**src/hdl/adapter_cfg_pkg.sv**
```systemverilog
/*
  Sizing constants of the loopback adapter:
    host and fabric stream widths, lane count of the width converters,
    depth and pointer width of the stream FIFOs
*/

package adapter_cfg_pkg;

  // ------------------------------------------------------------------
  // stream widths
  // ------------------------------------------------------------------
  localparam int WIDE_W     = 128;                 // host side word
  localparam int NARROW_W   = 32;                  // fabric side beat
  localparam int LANES      = WIDE_W / NARROW_W;   // narrow beats per word
  localparam int LANE_IDX_W = $clog2(LANES);       // lane counter width

  // ------------------------------------------------------------------
  // buffering
  // ------------------------------------------------------------------
  // depth is kept a power of two so the pointers wrap on their own
  localparam int FIFO_DEPTH = 16;
  localparam int FIFO_PTR_W = $clog2(FIFO_DEPTH);  // read/write pointer width

endpackage

```
**src/hdl/beat_pkg.sv**
```systemverilog
/*
  Wide stream word type.
    wide_word_t packed union
      flat : whole host word, used by the slice and the FIFOs
      lane : narrow lanes, lane 0 in the low bits, used by the
             width converters
*/

package beat_pkg;

  // ------------------------------------------------------------------
  // one host word, seen flat or split into fabric lanes
  // ------------------------------------------------------------------
  typedef union packed {
    logic [adapter_cfg_pkg::WIDE_W-1:0]  flat;    // host view
    logic [adapter_cfg_pkg::LANES-1:0]
          [adapter_cfg_pkg::NARROW_W-1:0] lane;   // lane 0 sent first
  } wide_word_t;

endpackage

```
**src/hdl/stream_if.sv**
```systemverilog
/*
  Valid/ready stream bundle with last-beat marking.
    source modport drives tvalid, tdata, tlast
    sink modport drives tready
*/

`timescale 1ns/1ps

interface stream_if #(
  parameter int DATA_W = 32
);

  logic              tvalid;   // beat offered
  logic              tready;   // beat taken
  logic [DATA_W-1:0] tdata;
  logic              tlast;    // final beat of a packet

  modport source (
    output tvalid,
    output tdata,
    output tlast,
    input  tready
  );

  modport sink (
    input  tvalid,
    input  tdata,
    input  tlast,
    output tready
  );

endinterface

```
**src/hdl/host_reg_slice.sv**
```systemverilog
/*
  Host input register slice.
    main output register plus one skid entry, so the input tready
    comes straight from a flop and not from the downstream tready
*/

`timescale 1ns/1ps

module host_reg_slice (
  input  logic     clk_i,
  input  logic     rst_i,
  stream_if.sink   in_s,
  stream_if.source out_m
);

  logic                               main_valid_q;
  logic [adapter_cfg_pkg::WIDE_W-1:0] main_data_q;
  logic                               main_last_q;
  logic                               skid_valid_q;
  logic [adapter_cfg_pkg::WIDE_W-1:0] skid_data_q;
  logic                               skid_last_q;

  logic in_fire;
  logic main_load;   // main register free this cycle

  assign in_fire   = in_s.tvalid & in_s.tready;
  assign main_load = ~main_valid_q | out_m.tready;

  assign in_s.tready  = ~skid_valid_q;   // flop output only
  assign out_m.tvalid = main_valid_q;
  assign out_m.tdata  = main_data_q;
  assign out_m.tlast  = main_last_q;

  // ------------------------------------------------------------------
  // occupancy
  // ------------------------------------------------------------------
  always_ff @(posedge clk_i) begin
    if (rst_i) begin
      main_valid_q <= 1'b0;
      skid_valid_q <= 1'b0;
    end else if (main_load) begin
      main_valid_q <= skid_valid_q | in_fire;
      skid_valid_q <= 1'b0;            // skid drains into main
    end else if (in_fire) begin
      skid_valid_q <= 1'b1;            // output stalled, park the beat
    end
  end

  // ------------------------------------------------------------------
  // payload
  // ------------------------------------------------------------------
  always_ff @(posedge clk_i) begin
    if (main_load) begin
      main_data_q <= skid_valid_q ? skid_data_q : in_s.tdata;
      main_last_q <= skid_valid_q ? skid_last_q : in_s.tlast;
    end else if (in_fire) begin
      skid_data_q <= in_s.tdata;
      skid_last_q <= in_s.tlast;
    end
  end

endmodule

```
**src/hdl/beat_fifo.sv**
```systemverilog
/*
  Synchronous first-word-fall-through FIFO of host words.
    circular store of FIFO_DEPTH words with their last flags
    read and write pointers, occupancy count
    head entry shown directly on the read stream
*/

`timescale 1ns/1ps

module beat_fifo (
  input  logic     clk_i,
  input  logic     rst_i,
  stream_if.sink   wr_s,
  stream_if.source rd_m
);

  beat_pkg::wide_word_t                   mem_data [adapter_cfg_pkg::FIFO_DEPTH];
  logic [adapter_cfg_pkg::FIFO_DEPTH-1:0] mem_last;

  logic [adapter_cfg_pkg::FIFO_PTR_W-1:0] wr_ptr_q;
  logic [adapter_cfg_pkg::FIFO_PTR_W-1:0] rd_ptr_q;
  logic [adapter_cfg_pkg::FIFO_PTR_W:0]   count_q;   // one bit wider, holds a full count

  logic empty;
  logic full;
  logic wr_fire;
  logic rd_fire;

  assign empty = (count_q == '0);
  assign full  = (count_q == (adapter_cfg_pkg::FIFO_PTR_W + 1)'(adapter_cfg_pkg::FIFO_DEPTH));

  assign wr_fire = wr_s.tvalid & wr_s.tready;
  assign rd_fire = rd_m.tvalid & rd_m.tready;

  assign wr_s.tready = ~full;
  assign rd_m.tvalid = ~empty;
  assign rd_m.tdata  = mem_data[rd_ptr_q].flat;   // fall-through head
  assign rd_m.tlast  = mem_last[rd_ptr_q];

  // ------------------------------------------------------------------
  // storage
  // ------------------------------------------------------------------
  always_ff @(posedge clk_i) begin
    if (wr_fire) begin
      mem_data[wr_ptr_q].flat <= wr_s.tdata;
      mem_last[wr_ptr_q]      <= wr_s.tlast;
    end
  end

  // ------------------------------------------------------------------
  // pointers and count
  // ------------------------------------------------------------------
  always_ff @(posedge clk_i) begin
    if (rst_i) begin
      wr_ptr_q <= '0;
      rd_ptr_q <= '0;
      count_q  <= '0;
    end else begin
      if (wr_fire) begin
        wr_ptr_q <= wr_ptr_q + 1'b1;   // wraps at depth
      end
      if (rd_fire) begin
        rd_ptr_q <= rd_ptr_q + 1'b1;
      end
      case ({wr_fire, rd_fire})
        2'b10:   count_q <= count_q + 1'b1;
        2'b01:   count_q <= count_q - 1'b1;
        default: count_q <= count_q;   // none or both
      endcase
    end
  end

endmodule

```
**src/hdl/width_down.sv**
```systemverilog
/*
  Wide to narrow width converter.
    latches one host word, sends its lanes lane 0 first
    last flag goes out on the final lane only
*/

`timescale 1ns/1ps

module width_down (
  input  logic     clk_i,
  input  logic     rst_i,
  stream_if.sink   wide_s,
  stream_if.source narrow_m
);

  beat_pkg::wide_word_t                   word_q;
  logic                                   last_q;
  logic                                   full_q;   // word held
  logic [adapter_cfg_pkg::LANE_IDX_W-1:0] lane_q;

  logic wide_fire;
  logic narrow_fire;
  logic final_lane;

  assign final_lane  = (lane_q == adapter_cfg_pkg::LANE_IDX_W'(adapter_cfg_pkg::LANES - 1));
  assign wide_fire   = wide_s.tvalid & wide_s.tready;
  assign narrow_fire = narrow_m.tvalid & narrow_m.tready;

  // refill in the cycle the final lane leaves
  assign wide_s.tready = ~full_q | (narrow_fire & final_lane);

  assign narrow_m.tvalid = full_q;
  assign narrow_m.tdata  = word_q.lane[lane_q];
  assign narrow_m.tlast  = last_q & final_lane;

  // ------------------------------------------------------------------
  // lane stepping
  // ------------------------------------------------------------------
  always_ff @(posedge clk_i) begin
    if (rst_i) begin
      full_q <= 1'b0;
      lane_q <= '0;
    end else begin
      if (wide_fire) begin
        full_q <= 1'b1;
      end else if (narrow_fire && final_lane) begin
        full_q <= 1'b0;                // word fully sent
      end
      if (narrow_fire) begin
        lane_q <= final_lane ? '0 : lane_q + 1'b1;
      end
    end
  end

  always_ff @(posedge clk_i) begin
    if (wide_fire) begin
      word_q.flat <= wide_s.tdata;
      last_q      <= wide_s.tlast;
    end
  end

endmodule

```
**src/hdl/width_up.sv**
```systemverilog
/*
  Narrow to wide width converter.
    writes each fabric beat into its lane of a host word
    presents the word after the final lane, with that beat's last flag,
    and blocks the narrow input until the word is taken
*/

`timescale 1ns/1ps

module width_up (
  input  logic     clk_i,
  input  logic     rst_i,
  stream_if.sink   narrow_s,
  stream_if.source wide_m
);

  beat_pkg::wide_word_t                   word_q;
  logic                                   last_q;
  logic                                   full_q;   // word complete, on output
  logic [adapter_cfg_pkg::LANE_IDX_W-1:0] lane_q;

  logic narrow_fire;
  logic wide_fire;
  logic final_lane;

  assign final_lane  = (lane_q == adapter_cfg_pkg::LANE_IDX_W'(adapter_cfg_pkg::LANES - 1));
  assign narrow_fire = narrow_s.tvalid & narrow_s.tready;
  assign wide_fire   = wide_m.tvalid & wide_m.tready;

  assign narrow_s.tready = ~full_q;   // stall while the word waits

  assign wide_m.tvalid = full_q;
  assign wide_m.tdata  = word_q.flat;
  assign wide_m.tlast  = last_q;

  // ------------------------------------------------------------------
  // lane gathering
  // ------------------------------------------------------------------
  always_ff @(posedge clk_i) begin
    if (rst_i) begin
      full_q <= 1'b0;
      lane_q <= '0;
    end else if (narrow_fire) begin
      lane_q <= final_lane ? '0 : lane_q + 1'b1;
      full_q <= final_lane;
    end else if (wide_fire) begin
      full_q <= 1'b0;
    end
  end

  always_ff @(posedge clk_i) begin
    if (narrow_fire) begin
      word_q.lane[lane_q] <= narrow_s.tdata;
      if (final_lane) begin
        last_q <= narrow_s.tlast;      // packet end rides the last lane
      end
    end
  end

endmodule

```
**src/hdl/adapter_top.sv**
```systemverilog
/*
  Loopback adapter top level.
    host input slice, transmit FIFO, downsizer,
    narrow loopback, upsizer, receive FIFO
    plain host ports mapped onto internal stream bundles
*/

`timescale 1ns/1ps

module adapter_top (
  input  logic                               clk_i,
  input  logic                               rst_i,
  input  logic                               s_valid_i,
  output logic                               s_ready_o,
  input  logic [adapter_cfg_pkg::WIDE_W-1:0] s_data_i,
  input  logic                               s_last_i,
  output logic                               m_valid_o,
  input  logic                               m_ready_i,
  output logic [adapter_cfg_pkg::WIDE_W-1:0] m_data_o,
  output logic                               m_last_o
);

  // ------------------------------------------------------------------
  // stream bundles, in chain order
  // ------------------------------------------------------------------
  stream_if #(.DATA_W(adapter_cfg_pkg::WIDE_W))   host_in    ();
  stream_if #(.DATA_W(adapter_cfg_pkg::WIDE_W))   host_q     ();
  stream_if #(.DATA_W(adapter_cfg_pkg::WIDE_W))   tx_wide    ();
  stream_if #(.DATA_W(adapter_cfg_pkg::NARROW_W)) fsb_narrow ();   // loopback
  stream_if #(.DATA_W(adapter_cfg_pkg::WIDE_W))   rx_wide    ();
  stream_if #(.DATA_W(adapter_cfg_pkg::WIDE_W))   host_out   ();

  // host ports
  assign host_in.tvalid = s_valid_i;
  assign host_in.tdata  = s_data_i;
  assign host_in.tlast  = s_last_i;
  assign s_ready_o      = host_in.tready;

  assign m_valid_o       = host_out.tvalid;
  assign m_data_o        = host_out.tdata;
  assign m_last_o        = host_out.tlast;
  assign host_out.tready = m_ready_i;

  // ------------------------------------------------------------------
  // transmit side
  // ------------------------------------------------------------------
  host_reg_slice u_host_slice (
    .clk_i (clk_i),
    .rst_i (rst_i),
    .in_s  (host_in),
    .out_m (host_q)
  );

  beat_fifo tx_fifo (
    .clk_i (clk_i),
    .rst_i (rst_i),
    .wr_s  (host_q),
    .rd_m  (tx_wide)
  );

  width_down u_width_down (
    .clk_i    (clk_i),
    .rst_i    (rst_i),
    .wide_s   (tx_wide),
    .narrow_m (fsb_narrow)   // straight into the upsizer
  );

  // ------------------------------------------------------------------
  // receive side
  // ------------------------------------------------------------------
  width_up u_width_up (
    .clk_i    (clk_i),
    .rst_i    (rst_i),
    .narrow_s (fsb_narrow),
    .wide_m   (rx_wide)
  );

  beat_fifo rx_fifo (
    .clk_i (clk_i),
    .rst_i (rst_i),
    .wr_s  (rx_wide),
    .rd_m  (host_out)
  );

endmodule

```
**config.mk**
```make
export PLATFORM = sky130hd
export DESIGN_NAME = adapter_top
export DESIGN_NICKNAME = d
export VERILOG_FILES = /design/src/hdl/adapter_cfg_pkg.sv /design/src/hdl/beat_pkg.sv /design/src/hdl/stream_if.sv /design/src/hdl/host_reg_slice.sv /design/src/hdl/beat_fifo.sv /design/src/hdl/width_down.sv /design/src/hdl/width_up.sv /design/src/hdl/adapter_top.sv
export SDC_FILE = /design/constraint.sdc
export NUM_CORES = 2
export LEC_CHECK = 0
export BUFFER_PORTS_ARGS = -buffer_cell sky130_fd_sc_hd__buf_4
export CAP_MARGIN = 15
export CORE_UTILIZATION = 30
export CTS_BUF_LIST = sky130_fd_sc_hd__clkbuf_8
export DETAILED_ROUTE_END_ITERATION = 8
export GPL_TIMING_DRIVEN = 0
export PLACE_DENSITY_LB_ADDON = 0.12
export SYNTH_ARGS = -nofsm -noshare
export SYNTH_HDL_FRONTEND = slang
export SYNTH_SLANG_ARGS = --single-unit
```
**constraint.sdc**
```tcl
create_clock -name clk_i -period 47.8 [get_ports clk_i]
set_input_delay 4.78 -clock clk_i [delete_from_list [all_inputs] [get_ports clk_i]]
set_output_delay 4.78 -clock clk_i [all_outputs]
set_load 0.05 [all_outputs]
```
==> flow_summary.yaml <==
critical_path:
  cp_max_fo: 10
  r2r-start: "u_host_slice.skid_valid_q$_SDFFE_PP0P_"
  worstPathArrival_ns: 5.42
  crit_path_end_kind: "output port"
  start_kind: "flop"
  worstPathRequired_ns: 43.02
  critPathKind: "flop to output port"
floorplan:
  die_w_um: 768
  die_h_um: 768
  dieArea_um2: 589000
  core_region_area_um2: 583000
  io_pins: 264
  num_rows: 280
  start_util_pct: 30.2
layout:
  fin_nets: 9300
  final_cell_area_um2: 208000
  drive_above_1_share_pct: 28.9
  area_delta_synth_final_pct: 18.4
clocking:
  clock_path_buffers: 4
  numCtsBuffers: 784
  clkTransAtPathRegs_ns: 0.06
  cts.sinks: 4682
  cts-root-buf: "clkbuf_8"
  post_cts_buffers: 0
  cts_max_level: 6
  clock_latency_ns: 1.29
  cts_hold_buf: 0
  tritoncts: "built"
  cts_resized: 0
yosys:
  synthCells: 7700
  synthDistinctLibCells: 48
  ys_ff_latch: 4682
  avgSynthCellArea_um2: 22.8
  syn_area_um2: 176000
  ys_warn_count: 0
  syn-num-nets: 7855
  yosysSeqAreaShare_pct: 79.7
status:
  outcome: "completed"
power_and_ir_drop:
  power_frac_seq_pct: 52.5
  max-vdd-ir-drop_mv: 0.0390
  leakagePower_nw: 65.0
  netSwitchingFraction_pct: 28.4
  switching_power_w: 0.00270
  p_int_w: 0.00679
  power.total_w: 0.00949
  power.density_nw_per_um2: 45.6
  comb_power_share_pct: 13.4
  power.clock.fraction_pct: 34.0
placement:
  hpwlAfterDp_um: 373000
  gp_congestion: 0.740
  dpl_cell_area_um2: 194000
  io_buffers: 263
route:
  routed-wl-met3_um: 28200
  routed.top_layer: "met5"
  post_drt_via_cell_ratio: 4.94
  drc: 0
  drtAntennaViolNets: 0
  drt_iter0_markers: 7969
  dr_total_vias: 86800
  met1_length_um: 233000
  wire_per_inst_um: 32.0
  wl_um: 561000
  first_pass_iters: 5
  wl_met2_um: 285000
sta:
  setup_viol: 0
  relSlewSlack_pct: 15.4
  drv_slew: 0
  worst_pin_slew_ns: 1.27
  rsz0062_at_grt: "false"
  finalHoldViolCount: 0
  skew_ns: 0.0660
  clock.fmax_mhz: 98.1
  period_minus_slack_ns: 10.20
  period_share_pct: 21.3
  setup-tns-final_ns: 0
grt:
  grt_overflow: 0
  grt_pass1_wl_um: 761000
  grt_max_degree: 110
  antenna_found_initial: 66
  grt_pass1_vias: 91300
  gr-usage-all-layers_pct: 18.6
run:
  maxCapViolCount: 0
worst_hold_path:
  hold_start: "u_width_up.lane_q[1]$_SDFFE_PP0P_"
  hp-class: "flop to flop"
kinds of logic after synthesis:
group,after synthesis,share of synthesized area [%]
mux,1587,15.4
xor+xnor,16,0.0797
simple gates,299,0.783
fa+ha+maj,22,0.157
compound gates,660,2.72
buf+inv,434,1.10
flops,4682,79.7
layer usage:
| metal | GRT usage, % | vias up |
|---|---|---|
| met4 | 5.07 | 6 |
| met1 | 24.1 | 47300 |
| met2 | 32.6 | 2779 |
| li1 | - | 35900 |
| met5 | 0 | - |
| met3 | 2.64 | 871 |
per-stage QoR:
| step | setup WS, ns | utilization, % | hold WS (ns) | instances |
|---|---|---|---|---|
| 2_1_floorplan | 31.99 | - | 0.469 | 7700 |
| 3_5_place_dp | 38.73 | 33.3 | 0.497 | 16100 |
| 3_3_place_gp | -5.28 | 32.2 | 0.496 | 15700 |
| 6_report | 37.60 | 35.7 | 0.511 | 17600 |
| 4_1_cts | 37.21 | 35.7 | 0.506 | 17500 |
| 5_1_grt | 37.39 | 35.7 | 0.537 | 17500 |
sequential cells by signal, summed over array words and instances (netlist names), 2 cells and up, named ones only:
signal and cells:
rx_fifo.count_q 5, rx_fifo.mem_data 2048, rx_fifo.mem_last 16, rx_fifo.rd_ptr_q 4, rx_fifo.wr_ptr_q 4, tx_fifo.count_q 5, tx_fifo.mem_data 2048, tx_fifo.mem_last 16
tx_fifo.rd_ptr_q 4, tx_fifo.wr_ptr_q 4, u_host_slice.out_m.tdata 128, u_host_slice.skid_data_q 128, u_width_down.lane_q 2, u_width_down.word_q 128, u_width_up.lane_q 2, u_width_up.wide_m.tdata 128
power groups by stage:
stage / Combinational [W] / Sequential (W) / Clock, W
after CTS: 0.00132 / 0.00499 / 0.00334
final: 0.00127 / 0.00499 / 0.00323
after global routing: 0.00133 / 0.00500 / 0.00350
after global placement: 0.00129 / 0.00509 / 0
after floorplan: 0.000635 / 0.00497 / 0
after detailed placement: 0.00131 / 0.00507 / 0
worst max-delay path: stages, from the launching register on:
cell	delay [ns]
dfxtp_1	0.41
buf_4	0.37
buf_2	0.54
buf_4	0.37
buf_2	0.45
buf_1	0.85
a211oi_1	0.16
a21oi_1	0.60
buf_4	0.32
cell type report:
class,count,area (µm²)
clock inverter,606,2820
antenna,41,103
inverter,20,82.6
sequential,4682,140000
timing repair buffer,659,8370
multi-input combinational,2584,34000
tap,7755,9700
buffer,414,1880
fill,53900,374000
clock buffer,801,11000
path summary, 6_finish.rpt:
check,to,slack [ns],depth (start not counted)
min,u_width_up.lane_q[1]$_SDFFE_PP0P_,0.51,2
max reg2reg,u_host_slice.skid_data_q[99]$_DFFE_PP_,43.13,12
max,m_data_o[114],37.60,8
min reg2reg,u_width_up.lane_q[1]$_SDFFE_PP0P_,0.51,2
cell usage after synthesis, drive strengths merged:
master   number  area [µm²]
o211ai        7        62.6
or3b          1        8.76
nor2b        51         319
mux2        130        1460
dfxtp        38         761
edfxtp     4644      139000
nand2       147         552
and3b         1        8.76
and3          4        25.0
nor3b         2        15.0
o21ai       136         681
xor2         13         114
o22ai         1        12.5
clkbuf      213         800
mux2i       570        5710
nand2b        8        50.1
or4bb         1        11.3
nor3         13        65.1
a21oi        66         330
or4b          2        20.0
o21ba         1        10.0
a221oi      258        2260
or3           4        25.0
a311o         1        10.0
mux4        887       20000
or4           2        15.0
inv          20        75.1
a21o          1        7.51
a31oi         5        31.3
a211oi       48         360
nor4          2        12.5
and2          6        37.5
a21boi        2        15.0
nand3b        1        7.51
nor2         52         195
nand3         2        10.0
a22oi       129         968
o32ai         1        8.76
a211o         3        26.3
ha           22         275
xnor2         3        26.3
buf         201        1060
a2111oi       1        8.76
cells in the final DEF (no fill, tap or decap), types with 9 or more instances in the layout:
cell           n
clkinvlp_4    22
mux2i_1      570
a22oi_1      129
nor2_1        28
buf_6        157
inv_6         14
edfxtp_1    4644
buf_2        150
clkinv_1     222
buf_4        301
clkbuf_1     198
buf_16        21
o21ai_0      135
xor2_1        13
buf_8         34
bufinv_16      9
inv_1        294
mux2_2       130
clkinv_2      57
nor2b_1       51
clkbuf_2      15
clkbuf_8     801
mux4_2       887
diode_2       41
dfxtp_1       38
buf_1         23
a211oi_1      48
a221oi_1     258
buf_12       174
nand2_1      147
a21oi_1       66
nor2_4        24
ha_1          22
Note: power is estimated with default switching activity, not from simulation.
